$ cat src/logic/cam_bist_pkg.sv
/*
  Shared types for the CAM BIST engine. CAM_LAT must match the real CAM search
  latency; the output handler pipeline and the controller drain both depend on it.
*/
package cam_bist_pkg;

  // ====================
  // CAM timing
  // ====================
  // Cycles from a search request to valid match lines and read data
  localparam int CAM_LAT = 2;

  // ====================
  // Expected match reference
  // ====================
  // Encoding follows the match-select pins of the array BIST
  typedef enum logic [1:0] {
    MS_ALL_MATCH       = 2'b00,
    MS_SINGLE_MATCH    = 2'b01,
    MS_SINGLE_MISMATCH = 2'b10,
    MS_ALL_MISMATCH    = 2'b11
  } match_sel_e;

  // ====================
  // Controller FSM
  // ====================
  typedef enum logic [2:0] {
    ST_IDLE         = 3'd0,
    ST_WR_BG        = 3'd1,
    ST_ALL_MATCH    = 3'd2,
    ST_ALL_MISMATCH = 3'd3,
    ST_SINGLE       = 3'd4,
    ST_DRAIN        = 3'd5
  } bist_state_e;

endpackage

$ cat src/logic/cam_bist_ctrl.sv
/*
  Phase and address sequencer. Issues exactly one CAM write or search per cycle.
  A start pulse while busy is not queued and is flagged by an assertion.
*/
`timescale 1ns/1ps

module cam_bist_ctrl #(
  parameter int ENTRIES = 16,
  parameter int DWIDTH = 8,
  localparam int AWIDTH = (ENTRIES > 1) ? $clog2(ENTRIES) : 1
) (
  input  logic                     bist_clk,
  input  logic                     rst_n,
  input  logic                     start,
  output logic                     busy,
  output logic                     done,
  output logic                     cm_mode,
  output logic                     cam_we,
  output logic [AWIDTH-1:0]        cam_wr_addr,
  output logic [DWIDTH-1:0]        cam_wr_data,
  output logic                     cam_search,
  output logic [DWIDTH-1:0]        cam_key,
  output logic [AWIDTH-1:0]        search_addr,
  output cam_bist_pkg::match_sel_e match_sel
);

  import cam_bist_pkg::*;

  // Drain covers the last search in flight plus the fail log update
  localparam int DRAIN_WAIT = CAM_LAT + 1;
  localparam int DRAIN_W = $clog2(DRAIN_WAIT + 1);

  bist_state_e          state_q;
  logic [AWIDTH-1:0]    addr_q;
  logic [1:0]           step_q;
  logic [DRAIN_W-1:0]   drain_q;
  logic                 last_addr;

  assign last_addr = (addr_q == AWIDTH'(ENTRIES - 1));

  // ====================
  // Status outputs
  // ====================
  // Busy from the cycle after start through the done pulse
  assign busy    = (state_q != ST_IDLE);
  assign cm_mode = busy;
  assign done    = (state_q == ST_DRAIN) && (drain_q == DRAIN_W'(DRAIN_WAIT));

  // ====================
  // FSM and counters
  // ====================
  always_ff @(posedge bist_clk or negedge rst_n) begin
    if (!rst_n) begin
      state_q <= ST_IDLE;
      addr_q  <= '0;
      step_q  <= '0;
      drain_q <= '0;
    end else begin
      case (state_q)
        ST_IDLE: begin
          if (start) begin
            state_q <= ST_WR_BG;
            addr_q  <= '0;
            step_q  <= '0;
          end
        end
        // Background write of all zeros
        ST_WR_BG: begin
          addr_q <= addr_q + 1'b1;
          if (last_addr) begin
            addr_q  <= '0;
            state_q <= ST_ALL_MATCH;
          end
        end
        ST_ALL_MATCH: begin
          addr_q <= addr_q + 1'b1;
          if (last_addr) begin
            addr_q  <= '0;
            state_q <= ST_ALL_MISMATCH;
          end
        end
        ST_ALL_MISMATCH: begin
          addr_q <= addr_q + 1'b1;
          if (last_addr) begin
            addr_q  <= '0;
            step_q  <= '0;
            state_q <= ST_SINGLE;
          end
        end
        // Four steps per entry, address moves after the restore write
        ST_SINGLE: begin
          step_q <= step_q + 1'b1;
          if (step_q == 2'd3) begin
            addr_q <= addr_q + 1'b1;
            if (last_addr) begin
              addr_q  <= '0;
              drain_q <= '0;
              state_q <= ST_DRAIN;
            end
          end
        end
        ST_DRAIN: begin
          drain_q <= drain_q + 1'b1;
          if (done) begin
            state_q <= ST_IDLE;
          end
        end
        default: state_q <= ST_IDLE;
      endcase
    end
  end

  // ====================
  // CAM request decode
  // ====================
  assign cam_wr_addr = addr_q;
  assign search_addr = addr_q;

  always_comb begin
    cam_we      = 1'b0;
    cam_search  = 1'b0;
    cam_wr_data = '0;
    cam_key     = '0;
    match_sel   = MS_ALL_MATCH;
    case (state_q)
      ST_WR_BG: cam_we = 1'b1;
      ST_ALL_MATCH: begin
        cam_search = 1'b1;
        match_sel  = MS_ALL_MATCH;
      end
      ST_ALL_MISMATCH: begin
        cam_search = 1'b1;
        cam_key    = '1;
        match_sel  = MS_ALL_MISMATCH;
      end
      ST_SINGLE: begin
        case (step_q)
          // Set the entry under test to ones
          2'd0: begin
            cam_we      = 1'b1;
            cam_wr_data = '1;
          end
          // Zero key hits every entry except the one under test
          2'd1: begin
            cam_search = 1'b1;
            match_sel  = MS_SINGLE_MISMATCH;
          end
          2'd2: begin
            cam_search = 1'b1;
            cam_key    = '1;
            match_sel  = MS_SINGLE_MATCH;
          end
          // Restore the background
          default: cam_we = 1'b1;
        endcase
      end
      default: ;
    endcase
  end

  // ====================
  // Checks
  // ====================
  // Write and search ports share one request slot
  a_one_request: assert property (@(posedge bist_clk) disable iff (!rst_n)
    !(cam_we && cam_search))
    else $error("CAM write and search requested in the same cycle");

  // No restart of a running test
  a_no_start_busy: assert property (@(posedge bist_clk) disable iff (!rst_n)
    busy |-> !start)
    else $error("start pulse while BIST busy, ignored");

endmodule

$ cat src/logic/cam_bist_outhandler.sv
/*
  Expected match-line generation and compare. Assumes match lines and read data
  arrive exactly CAM_LAT cycles after the search; the data mux is combinational.
*/
`timescale 1ns/1ps

module cam_bist_outhandler #(
  parameter int ENTRIES = 16,
  parameter int DWIDTH = 8,
  localparam int AWIDTH = (ENTRIES > 1) ? $clog2(ENTRIES) : 1
) (
  input  logic                     bist_clk,
  input  logic                     rst_n,
  input  logic                     cm_mode,
  input  logic                     cam_search,
  input  logic [AWIDTH-1:0]        search_addr,
  input  cam_bist_pkg::match_sel_e match_sel,
  input  logic [ENTRIES-1:0]       cam_match,
  input  logic [DWIDTH-1:0]        cam_rd_data,
  output logic [DWIDTH-1:0]        rd_data_out,
  output logic [ENTRIES-1:0]       match_ref,
  output logic                     cmp_valid,
  output logic [AWIDTH-1:0]        cmp_addr,
  output cam_bist_pkg::match_sel_e cmp_sel
);

  import cam_bist_pkg::*;

  // Full groups of DWIDTH entries and the leftover entries
  localparam int FOLD = ENTRIES / DWIDTH;
  localparam int REM = ENTRIES % DWIDTH;

  logic [CAM_LAT-1:0]  vld_pipe;
  logic [AWIDTH-1:0]   addr_pipe [CAM_LAT];
  match_sel_e          sel_pipe [CAM_LAT];
  logic [ENTRIES-1:0]  one_hot;
  logic [ENTRIES-1:0]  diff;
  logic [DWIDTH-1:0]   fold;

  // ====================
  // Latency alignment
  // ====================
  always_ff @(posedge bist_clk or negedge rst_n) begin
    if (!rst_n) begin
      vld_pipe <= '0;
    end else begin
      vld_pipe[0] <= cam_search;
      for (int s = 1; s < CAM_LAT; s++) begin
        vld_pipe[s] <= vld_pipe[s-1];
      end
    end
  end

  // Address and select only matter when the valid bit is set
  always_ff @(posedge bist_clk) begin
    addr_pipe[0] <= search_addr;
    sel_pipe[0]  <= match_sel;
    for (int s = 1; s < CAM_LAT; s++) begin
      addr_pipe[s] <= addr_pipe[s-1];
      sel_pipe[s]  <= sel_pipe[s-1];
    end
  end

  assign cmp_valid = vld_pipe[CAM_LAT-1];
  assign cmp_addr  = addr_pipe[CAM_LAT-1];
  assign cmp_sel   = sel_pipe[CAM_LAT-1];

  // ====================
  // Expected match lines
  // ====================
  assign one_hot = ENTRIES'(1) << cmp_addr;

  always_comb begin
    case (cmp_sel)
      MS_ALL_MATCH:       match_ref = '1;
      MS_SINGLE_MATCH:    match_ref = one_hot;
      MS_SINGLE_MISMATCH: match_ref = ~one_hot;
      MS_ALL_MISMATCH:    match_ref = '0;
      default:            match_ref = '0;
    endcase
  end

  // Any set bit is a failing match line
  assign diff = match_ref ^ cam_match;

  // ====================
  // Compactor and expander
  // ====================
  // Entry e lands on bit e mod DWIDTH; leftover entries go to the top bits.
  // With fewer entries than bits (FOLD is 0) this pads zeros below the entries
  always_comb begin
    fold = '0;
    for (int e = 0; e < ENTRIES; e++) begin
      if (e < FOLD * DWIDTH) begin
        fold[e % DWIDTH] = fold[e % DWIDTH] | diff[e];
      end else begin
        fold[e - FOLD * DWIDTH + DWIDTH - REM] = fold[e - FOLD * DWIDTH + DWIDTH - REM] | diff[e];
      end
    end
  end

  // Compare result replaces read data while the test runs
  assign rd_data_out = cm_mode ? fold : cam_rd_data;

  // Select pipeline must be filled with a real value by the time a compare is used
  a_sel_known: assert property (@(posedge bist_clk) disable iff (!rst_n)
    cmp_valid |-> !$isunknown(cmp_sel))
    else $error("compare select unknown at compare time");

endmodule

$ cat src/logic/cam_bist_fail_log.sv
/*
  Fail logger. A compare fails on nonzero compacted data; results update one
  cycle after cmp_valid and are cleared by start. The count saturates.
*/
`timescale 1ns/1ps

module cam_bist_fail_log #(
  parameter int ENTRIES = 16,
  parameter int DWIDTH = 8,
  localparam int AWIDTH = (ENTRIES > 1) ? $clog2(ENTRIES) : 1
) (
  input  logic                     bist_clk,
  input  logic                     rst_n,
  input  logic                     start,
  input  logic                     cmp_valid,
  input  logic [AWIDTH-1:0]        cmp_addr,
  input  cam_bist_pkg::match_sel_e cmp_sel,
  input  logic [DWIDTH-1:0]        rd_data_out,
  output logic                     fail,
  output logic [15:0]              fail_count,
  output logic [AWIDTH-1:0]        first_fail_addr,
  output cam_bist_pkg::match_sel_e first_fail_sel
);

  import cam_bist_pkg::*;

  logic cmp_fail;

  // Failing compare
  assign cmp_fail = cmp_valid && (rd_data_out != '0);

  // ====================
  // Fail record
  // ====================
  always_ff @(posedge bist_clk or negedge rst_n) begin
    if (!rst_n) begin
      fail            <= 1'b0;
      fail_count      <= '0;
      first_fail_addr <= '0;
      first_fail_sel  <= MS_ALL_MATCH;
    end else if (start) begin
      // New run starts from a clean log
      fail            <= 1'b0;
      fail_count      <= '0;
      first_fail_addr <= '0;
      first_fail_sel  <= MS_ALL_MATCH;
    end else if (cmp_fail) begin
      fail <= 1'b1;
      // Hold at all ones
      if (fail_count != 16'hffff) begin
        fail_count <= fail_count + 16'd1;
      end
      // Only the first failure is captured
      if (!fail) begin
        first_fail_addr <= cmp_addr;
        first_fail_sel  <= cmp_sel;
      end
    end
  end

endmodule

$ cat src/logic/cam_bist_top.sv
/*
  CAM BIST top. The CAM is external; its match lines and read data must be valid
  CAM_LAT cycles after cam_search. rd_data_out is compare data while busy.
*/
`timescale 1ns/1ps

module cam_bist_top #(
  parameter int ENTRIES = 16,
  parameter int DWIDTH = 8,
  localparam int AWIDTH = (ENTRIES > 1) ? $clog2(ENTRIES) : 1
) (
  input  logic                     bist_clk,
  input  logic                     rst_n,
  input  logic                     start,
  input  logic [ENTRIES-1:0]       cam_match,
  input  logic [DWIDTH-1:0]        cam_rd_data,
  output logic                     busy,
  output logic                     done,
  output logic                     cam_we,
  output logic [AWIDTH-1:0]        cam_wr_addr,
  output logic [DWIDTH-1:0]        cam_wr_data,
  output logic                     cam_search,
  output logic [DWIDTH-1:0]        cam_key,
  output logic [DWIDTH-1:0]        rd_data_out,
  output logic                     fail,
  output logic [15:0]              fail_count,
  output logic [AWIDTH-1:0]        first_fail_addr,
  output cam_bist_pkg::match_sel_e first_fail_sel
);

  import cam_bist_pkg::*;

  // ====================
  // Internal wiring
  // ====================
  logic                cm_mode;
  logic [AWIDTH-1:0]   search_addr;
  match_sel_e          match_sel;
  logic                cmp_valid;
  logic [AWIDTH-1:0]   cmp_addr;
  match_sel_e          cmp_sel;

  // Sequencer
  cam_bist_ctrl #(.ENTRIES(ENTRIES), .DWIDTH(DWIDTH)) u_ctrl (
    .bist_clk    (bist_clk),
    .rst_n       (rst_n),
    .start       (start),
    .busy        (busy),
    .done        (done),
    .cm_mode     (cm_mode),
    .cam_we      (cam_we),
    .cam_wr_addr (cam_wr_addr),
    .cam_wr_data (cam_wr_data),
    .cam_search  (cam_search),
    .cam_key     (cam_key),
    .search_addr (search_addr),
    .match_sel   (match_sel)
  );

  // Compare and read-data mux, expected match lines stay inside the handler
  cam_bist_outhandler #(.ENTRIES(ENTRIES), .DWIDTH(DWIDTH)) u_outhandler (
    .bist_clk    (bist_clk),
    .rst_n       (rst_n),
    .cm_mode     (cm_mode),
    .cam_search  (cam_search),
    .search_addr (search_addr),
    .match_sel   (match_sel),
    .cam_match   (cam_match),
    .cam_rd_data (cam_rd_data),
    .rd_data_out (rd_data_out),
    .match_ref   (),
    .cmp_valid   (cmp_valid),
    .cmp_addr    (cmp_addr),
    .cmp_sel     (cmp_sel)
  );

  // Result capture
  cam_bist_fail_log #(.ENTRIES(ENTRIES), .DWIDTH(DWIDTH)) u_fail_log (
    .bist_clk        (bist_clk),
    .rst_n           (rst_n),
    .start           (start),
    .cmp_valid       (cmp_valid),
    .cmp_addr        (cmp_addr),
    .cmp_sel         (cmp_sel),
    .rd_data_out     (rd_data_out),
    .fail            (fail),
    .fail_count      (fail_count),
    .first_fail_addr (first_fail_addr),
    .first_fail_sel  (first_fail_sel)
  );

endmodule

$ cat config.mk
export PLATFORM = sky130hd
export DESIGN_NAME = cam_bist_top
export DESIGN_NICKNAME = d
export VERILOG_FILES = /design/src/logic/cam_bist_pkg.sv /design/src/logic/cam_bist_ctrl.sv /design/src/logic/cam_bist_outhandler.sv /design/src/logic/cam_bist_fail_log.sv /design/src/logic/cam_bist_top.sv
export SDC_FILE = /design/constraint.sdc
export NUM_CORES = 1
export LEC_CHECK = 0
export BUFFER_PORTS_ARGS = -buffer_cell sky130_fd_sc_hd__buf_2
export CAP_MARGIN = 5
export CORE_ASPECT_RATIO = 0.7
export CORE_UTILIZATION = 30
export CTS_BUF_LIST = sky130_fd_sc_hd__clkbuf_4
export CTS_CLUSTER_SIZE = 10
export DETAILED_ROUTE_END_ITERATION = 7
export PLACE_DENSITY_LB_ADDON = 0.15
export SLEW_MARGIN = 5
export SYNTH_ARGS = -nofsm -noshare
export SYNTH_HDL_FRONTEND = slang
export SYNTH_SLANG_ARGS = --single-unit
$ cat constraint.sdc
create_clock -name bist_clk -period 4.1 [get_ports bist_clk]
set_input_delay 0.615 -clock bist_clk [delete_from_list [all_inputs] [get_ports bist_clk]]
set_output_delay 0.615 -clock bist_clk [all_outputs]
set_load 0.005 [all_outputs]
* Word-level counts from Yosys, hierarchy flattened
Memories as Yosys holds them, arrays and structs flattened.
Cells that the tools add are included.
** Word-level totals
- Bits in latches :: 0
- Bits in read-only memories :: 0
- Input port bits :: 27
- Memory bits (writable) :: 12
- Memories :: 2
- Register bits :: 36
** Cells by class
- Multiply operators :: 0
- Div/mod/pow operators :: 0
- Shift-type cells :: 1
- Eq/ne operators :: 22
- Add/sub/neg operators :: 4
- Magnitude comparators :: 0
- Reductions and logical operators :: 21
- Bitwise logic cells :: 10
- Mux-type cells :: 40
** Memory list
- u_outhandler.addr_pipe :: words 2, bits a word 4, read ports 2, clocked after memory_dff 0, wr ports 2, RTL line cam_bist_outhandler.sv:34 : logic [AWIDTH-1:0] addr_pipe [CAM_LAT];
- u_outhandler.sel_pipe :: words 2, bits a word 2, read ports 2, clocked after memory_dff 0, wr ports 2, RTL line cam_bist_outhandler.sv:35 : match_sel_e sel_pipe [CAM_LAT];
** Operators by type and width (count)
- 16-bit one-hot mux with 4 select lines :: 1
- 16-bit 2-to-1 mux :: 3
- 8-bit 2-to-1 mux :: 4
- 4-bit 2-to-1 mux :: 6
- 3-bit 2-to-1 mux :: 7
- 3-bit one-hot mux with 6 select lines :: 1
- 16-bit by 1-bit adder with 16-bit output, second input constant :: 1
- 16-bit != test, second input constant :: 1
- 16-bit inverter :: 1
- 8-bit one-hot mux with 2 select lines :: 1
- 1-bit by 4-bit << shifter with 16-bit output, first input constant :: 1
- 16-bit bitwise XOR :: 1
- 2-bit 2-to-1 mux :: 6
- 2-bit one-hot mux with 2 select lines :: 3
- 4-bit one-hot mux with 3 select lines :: 1
- 2-bit equality test, second input constant :: 5
- 2-bit by 1-bit != test with 1-bit output, second input constant :: 5
- 3-bit AND reduction :: 3
- 3-bit nonzero test :: 3
- 1-bit bitwise OR :: 8
- 8-bit nonzero test :: 1
- 7-bit AND reduction :: 1
- 3-bit by 2-bit equality test with 1-bit output, second input constant :: 2
- 3-bit equality test, second input constant :: 2
- other kinds (16) :: 30

* Logic depth before layout (Yosys ltp)
Gate-level depths: netlist of the first run.
- Depth in word-level cells :: 10
- Gate-level depth with buffers :: 12
- Depth with buffers taken out :: 8

* Cells and area by module
A second synthesis of the first run with hierarchy kept.
** Unflattened totals
- Cells, all modules :: 339
- Area total of the unflattened synthesis :: 3178.0 sq um
** By module, submodules not included
- cam_bist_fail_log :: area an instance 1293.7 sq um, cells an instance 135, seq. area each 575.6 sq um, instances 1
- cam_bist_ctrl :: area an instance 968.4 sq um, cells an instance 112, seq. area each 275.3 sq um, instances 1
- cam_bist_outhandler :: area an instance 915.9 sq um, cells an instance 92, seq. area each 290.3 sq um, instances 1

* Worst setup path after synthesis of the first run
OpenSTA, ideal clock, no wires.
- Path kind :: input to register
- From :: input cam_match[9]
- To :: register u_fail_log.fail_count[1]
- Cell stages on the path :: 10
- Required time :: 3.968 ns
- Arrival time :: 2.644 ns
- Setup slack :: 1.325 ns
- Library setup time :: 0.132 ns
- Cells stage by stage :: or3b_1 > a2111oi_1 > o211ai_1 > a222oi_1 > nand4b_1 > o21ai_4 > buf_6 > buf_8 > mux2i_1 > nor2_1
** On the way
- Cells in the longest elaborated chain, start to end :: 7
** RTL lines
- start, declared :: RTL line cam_bist_top.sv:15 : input logic [ENTRIES-1:0] cam_match,
- 16-bit bitwise XOR :: RTL line cam_bist_outhandler.sv:84 : assign diff = match_ref ^ cam_match;
- 1-bit bitwise OR :: RTL line cam_bist_outhandler.sv:95 : fold[e % DWIDTH] = fold[e % DWIDTH] | diff[e];
- 8-bit 2-to-1 mux :: RTL line cam_bist_outhandler.sv:103 : assign rd_data_out = cm_mode ? fold : cam_rd_data;
- 8-bit nonzero test :: RTL line cam_bist_fail_log.sv:30 : assign cmp_fail = cmp_valid && (rd_data_out != '0);
- 1-bit logical AND :: RTL line cam_bist_fail_log.sv:30
- 2-bit nonzero test (no source line)
- 2-bit AND reduction (no source line)
- end signal, assigned :: RTL line cam_bist_fail_log.sv:51 : fail_count <= fail_count + 16'd1;
- end, declared :: RTL line cam_bist_fail_log.sv:20 : output logic [15:0] fail_count,
Every way passes these cells.
A chain may end at the register's enable or synchronous reset.

==> flow_summary.yaml, run 1 <==
yosys:
  synth_area_leader_cell: "dfrtp_1"
  netlist_top_cells_count: "dfrtp_1, nand2_1, nor2_1"
  ys_seq_elements: 48
  yosysTopAreaCellShare_pct: 28.7
  async_reset_ff_share_pct: 75.0
  yosysSeqAreaShare_pct: 36.3
  syn_inst: 352
  synth_area_leaders: "dfrtp_1, dfxtp_1, mux2i_1, buf_4, nand2_1"
  ys.flop_type: "dfrtp_1"
  synth_area_per_cell_um2: 8.92
  syn_area_um2: 3140
  synth_warnings: 0
  syn_nets: 386
  synth.most_common_cell: "dfrtp_1"
  synth-edff-count: 0
  yosysUniqueCellTypes: 62
global_routing:
  overflow: 0
  grt_pass1_vias: 2558
  antenna_found_initial: 0
  grt_max_degree: 37
  gr-usage-all-layers_pct: 14.7
  grt_pass1_wl_mm: 12.8
clocking:
  cts_hold_buf: 0
  htree_levels: 2
  clock_latency_ns: 0.37
  clock-sinks: 48
  cts_tree: "done"
  cts_buffers: 5
  cts_setup_buffers: 0
  path_clk_slew_ns: 0.15
  clk_path_buf_depth: 2
  ctsResizeCount: 0
  root_buffer: "clkbuf_4"
timing:
  fmax_ghz: 0.290
  maxSlewViolCount: 0
  finalCritPeriodShare_pct: 84.1
  finalSetupViolations: 0
  rsz0062_at_grt: "false"
  finalHoldViolations: 0
  relSlewSlack_pct: 42.8
  fin_setup_tns_ns: 0
  fin_ws_ns: 0.654
  worst_slew_pin_slew_ns: 0.858
  min_period_ns: 3.45
  clock_skew_ns: 0.0106
power_and_ir_drop:
  leakage_nw: 1.64
  peakVddDrop_uv: 249
  finalPower_mw: 1.99
  pwr_density_cell_nw_per_um2: 555
setup_path:
  crit_fanout: 28
  reg2reg_to: "u_fail_log.fail_count[15]"
  critPathCaptureType: "flop"
  cp_data_required_time_ns: 4.37
  cp_slowest_cell: "dfxtp_1"
  critPathArrivalTime_ns: 3.71
  r2r-start: "u_outhandler.sel_pipe[0][2]"
  reg2reg_depth: 9
  critical_path_class: "reg -> reg"
  cpPeakStageDelay_ns: 0.88
  critPathLaunchType: "flop"
  r2r_slack_ns: 0.65
  worstPathCellList: "buf_4, nor3_1, a211oi_2, o221ai_1, a222oi_1, nand4b_1, o21ai_4, nor4_1, mux2_2"
outcome:
  outcome: "complete, no violations"
routing:
  firstDrtPassIters: 4
  routedWlPerCell_um: 14.3
  dr_total_vias: 2749
  drcViolationCount: 0
  antenna_left: 0
  avgViaCountPerCell: 5.12
  drt_iter0_markers: 190
  drt_wl_total_mm: 7.67
floorplan:
  dieArea_um2: 10900
  rows: 30
  initial_core_util_pct: 31.6
  core_area_um2: 9950
  ioPinCount: 82
  die_w_um: 124
  die_height_um: 87.6
placement:
  dp.cells: 529
  globalplace.congestion: 0.830
  dp_slack_ns: 0.716
  portBuffers: 81
  dp_hpwl_mm: 5.57
layout:
  synthToLayoutAreaGrowth_pct: 14.3
  regArea_um2: 1140
  drive_gt1_share_pct: 24.7
  fillerInstances: 1030
  multi_input_area_um2: 1720
  diodes: 0
  nets: 442
  fin_cells: 537
flow_run:
  maxCapViolations: 0
hold_path:
  holdCritPathClass: "in -> async"
==> per-stage QoR <==
step / instance area (um2) / util [%] / hold WS [ns]
floorplan: 3140 / - / 0.310
finish: 3590 / 36.1 / 0.327
CTS: 3590 / 36.1 / 0.338
global route: 3590 / 36.1 / 0.343
detailed placement: 3500 / 35.2 / 0.312
global placement: 3500 / 35.2 / 0.312
==> worst max path at each step <==
stage                                 from                        end  slack (ns)
2_1_floorplan                 cam_match[9]   u_fail_log.fail_count[1]        1.32
3_3_place_gp   u_outhandler.sel_pipe[0][2]  u_fail_log.fail_count[15]        0.77
3_5_place_dp   u_outhandler.sel_pipe[0][2]  u_fail_log.fail_count[15]        0.72
4_1_cts        u_outhandler.sel_pipe[0][2]  u_fail_log.fail_count[15]        0.69
5_1_grt        u_outhandler.sel_pipe[0][2]  u_fail_log.fail_count[15]        0.31
6_report       u_outhandler.sel_pipe[0][2]  u_fail_log.fail_count[15]        0.65
==> per-layer routing <==
layer / vias up / global-route usage [%] / wire (um)
met1: 1287 / 21.1 / 4090
met3: 10 / 3.36 / 306
met2: 55 / 21.8 / 3180
li1: 1397 / - / -
met4: 0 / 5.04 / 96
met5: - / 0 / 0
==> layout by cell type, fill, tap and decap left out, drive strengths merged, types with 6 or more instances in the layout <==
cell   Yosys  routed
ha         7       7
o31ai      7       7
a31oi      7       7
nor2      23      23
inv       13      13
or3        7       7
dfrtp     36      36
and3       7       7
nand2     28      28
dfxtp     12      12
nor2b      9       9
a21oi     16      16
o21a       6       6
mux2i     17      17
nand3      8       8
xnor2      7       7
nor3       8       8
o21ai     22      22
buf       25      84
==> kinds of logic after synthesis <==
logic type | count (synthesis) | synth area share, %
buf+inv | 49 | 8.84
compound gates | 87 | 19.0
fa+ha+maj | 7 | 2.79
mux | 21 | 6.85
xor+xnor | 9 | 2.51
simple gates | 131 | 23.7
flops | 48 | 36.3
==> state kept, by name, summed over array words and instances, names as in the netlist <==
register	flops
u_ctrl.step_q	2
u_fail_log.first_fail_addr	4
u_outhandler.sel_pipe	4
u_fail_log.first_fail_sel	2
u_fail_log.fail_count	16
u_ctrl.drain_q	2
u_ctrl.cam_wr_addr	4
u_ctrl.state_q	3
u_outhandler.vld_pipe	2
u_outhandler.addr_pipe	8
u_fail_log.fail	1
==> area by class of cell <==
class                      count  share of cell area (%)
inverter                      14                    1.46
multi-input combinational    255                    48.0
clock inverter                 3                    1.32
clock buffer                   5                    1.05
timing repair buffer          84                    11.9
tap                          128                    4.46
sequential                    48                    31.8
==> power breakdown <==
part           switching, mW  internal, mW  leakage, nW  total (mW)
Clock                  0.160         0.131       0.0454       0.290
Combinational          0.432         0.431         1.01       0.863
Sequential             0.235         0.603        0.583       0.838
Total                  0.827          1.16         1.64        1.99
==> worst max-delay path, delay by kind of cell, from the launching register on <==
family                 cells  cell delay [ns]
AOI/OAI and AO/OA          4             1.42
buffers and inverters      1             0.28
DFF                        1             0.88
muxes                      1             0.29
and+or+nand+nor            3             0.45
No activity file was read; power rests on OpenSTA's default activity.
==> run 2, diff against run 1 <==
==> constraint.sdc (replaced) <==
create_clock -name bist_clk -period 3.2 [get_ports bist_clk]
set_input_delay 0.48 -clock bist_clk [delete_from_list [all_inputs] [get_ports bist_clk]]
set_output_delay 0.48 -clock bist_clk [all_outputs]
set_load 0.005 [all_outputs]
==> run 2 against run 1 <==
Net effect: total power rose by 34%; core utilization rose by 0.99 points; die area did not move; register-to-register slack got worse by 0.36 ns; clock power rose by 29%; hold slack got worse by 0.14 ns; setup slack got worse by 0.36 ns; clock-buffer cell count rose by 1.
==> flow_summary.yaml, run 2 (synthesis gave the netlist of run 1 again) <==
outcome:
  outcome: "complete, no violations"
timing:
  rsz0062_at_grt: "false"
  clock_skew_ns: 0.00577
  finalHoldViolations: 0
  fmax_ghz: 0.344
  worst_slew_pin_slew_ns: 0.853
  min_period_ns: 2.91
  maxSlewViolCount: 0
  relSlewSlack_pct: 43.2
  finalSetupViolations: 0
  finalCritPeriodShare_pct: 90.9
  fin_setup_tns_ns: 0
clocking:
  cts_buffers: 5
  cts_setup_buffers: 0
  root_buffer: "clkbuf_4"
  ctsResizeCount: 0
  clock-sinks: 48
  path_clk_slew_ns: 0.14
  clock_latency_ns: 0.38
  clk_path_buf_depth: 2
  htree_levels: 2
  cts_tree: "done"
  cts_hold_buf: 0
routing:
  avgViaCountPerCell: 5.14
  drt_wl_total_mm: 7.99
  antenna_left: 0
  dr_total_vias: 2823
  drcViolationCount: 0
  firstDrtPassIters: 4
  routedWlPerCell_um: 14.5
  drt_iter0_markers: 126
layout:
  drive_gt1_share_pct: 27.1
  largest_register_ffs: 16
  fin_area_um2: 3690
  nets: 454
  mostFrequentLayoutCell: "buf_2"
  diodes: 0
  top_regs: "u_fail_log.fail_count: 16 flops, u_outhandler.addr_pipe: 8 flops"
  final_cell_mix: "buf_2, dfrtp_1, nand2_1"
  synthToLayoutAreaGrowth_pct: 17.4
  regMostFlops: "u_fail_log.fail_count"
placement:
  dp_hpwl_mm: 5.89
  dpl_cell_area_um2: 3610
  portBuffers: 81
  globalplace.congestion: 0.802
floorplan:
  core_area_um2: 9950
  dieArea_um2: 10900
  die_w_um: 124
  die_height_um: 87.6
  initial_core_util_pct: 31.6
  ioPinCount: 82
  rows: 30
setup_path:
  cp_data_required_time_ns: 3.51
  crit_fanout: 12
  critPathArrivalTime_ns: 3.23
  critical_path_class: "reg -> reg"
  critPathLaunchType: "flop"
  critPathCaptureType: "flop"
  r2r_slack_ns: 0.29
  reg2reg_depth: 9
global_routing:
  grt_max_degree: 37
  antenna_found_initial: 0
  grt_pass1_wl_mm: 13.1
  gr-usage-all-layers_pct: 15.0
  grt_pass1_vias: 2543
  overflow: 0
hold_path:
  holdCritPathClass: "in -> async"
power_and_ir_drop:
  peakVddDrop_uv: 276
  pwr_density_cell_nw_per_um2: 722
  leakage_nw: 1.70
flow_run:
  maxCapViolations: 0
## run 2: final cells by class
cell class,instances,area [um2]
fill,1054,6260
multi-input combinational,255,1720
sequential,48,1140
timing repair buffer,96,531
tap,128,160
inverter,14,52.6
clock buffer,6,45.0
clock inverter,2,35.0
## run 2: stage by stage
stage | std cells | util [%] | setup WS, ns | total power [mW] | hold slack, ns
final | 549 | 37.1 | 0.290 | 2.66 | 0.189
after global routing | 549 | 37.1 | 0.0120 | 2.88 | 0.242
after global placement | 541 | 36.3 | 0.243 | 2.29 | 0.311
after CTS | 549 | 37.1 | 0.200 | 2.69 | 0.210
after detailed placement | 541 | 36.3 | 0.191 | 2.30 | 0.312
after floorplan | 352 | - | 0.560 | 1.90 | 0.184
## run 2: worst paths after layout
check,endpoint,start
setup / recovery,u_fail_log.fail_count[11],u_outhandler.sel_pipe[0][3]
hold reg to reg,u_outhandler.addr_pipe[0][7],u_outhandler.addr_pipe[0][3]
max in group asynchronous,u_fail_log.fail_count[15],rst_n
setup reg to reg,u_fail_log.fail_count[11],u_outhandler.sel_pipe[0][3]
hold / removal,u_fail_log.fail_count[7],rst_n
min in group bist_clk,u_outhandler.addr_pipe[0][7],u_outhandler.addr_pipe[0][3]
## run 2: per-layer routing
metal	vias to the layer above	wire length (um)	track usage, %
li1	1423	-	-
met5	-	0	0
met2	68	3290	21.6
met3	8	396	3.18
met4	0	64	3.61
met1	1324	4240	22.7
## run 2: critical path, cell delays in order, from the launching register on
cell,delay (ns)
dfxtp_1,0.66
nor2b_1,0.20
a221oi_1,0.34
o31ai_1,0.15
o211a_1,0.13
o22ai_1,0.39
o21ai_4,0.12
buf_4,0.19
or4b_1,0.50
a21oi_1,0.15
## run 2: power breakdown
| group | internal (mW) | switching, mW | total [mW] |
|---|---|---|---|
| Combinational | 0.634 | 0.675 | 1.31 |
| Sequential | 0.776 | 0.203 | 0.978 |
| Clock | 0.172 | 0.200 | 0.373 |
| Total | 1.58 | 1.08 | 2.66 |
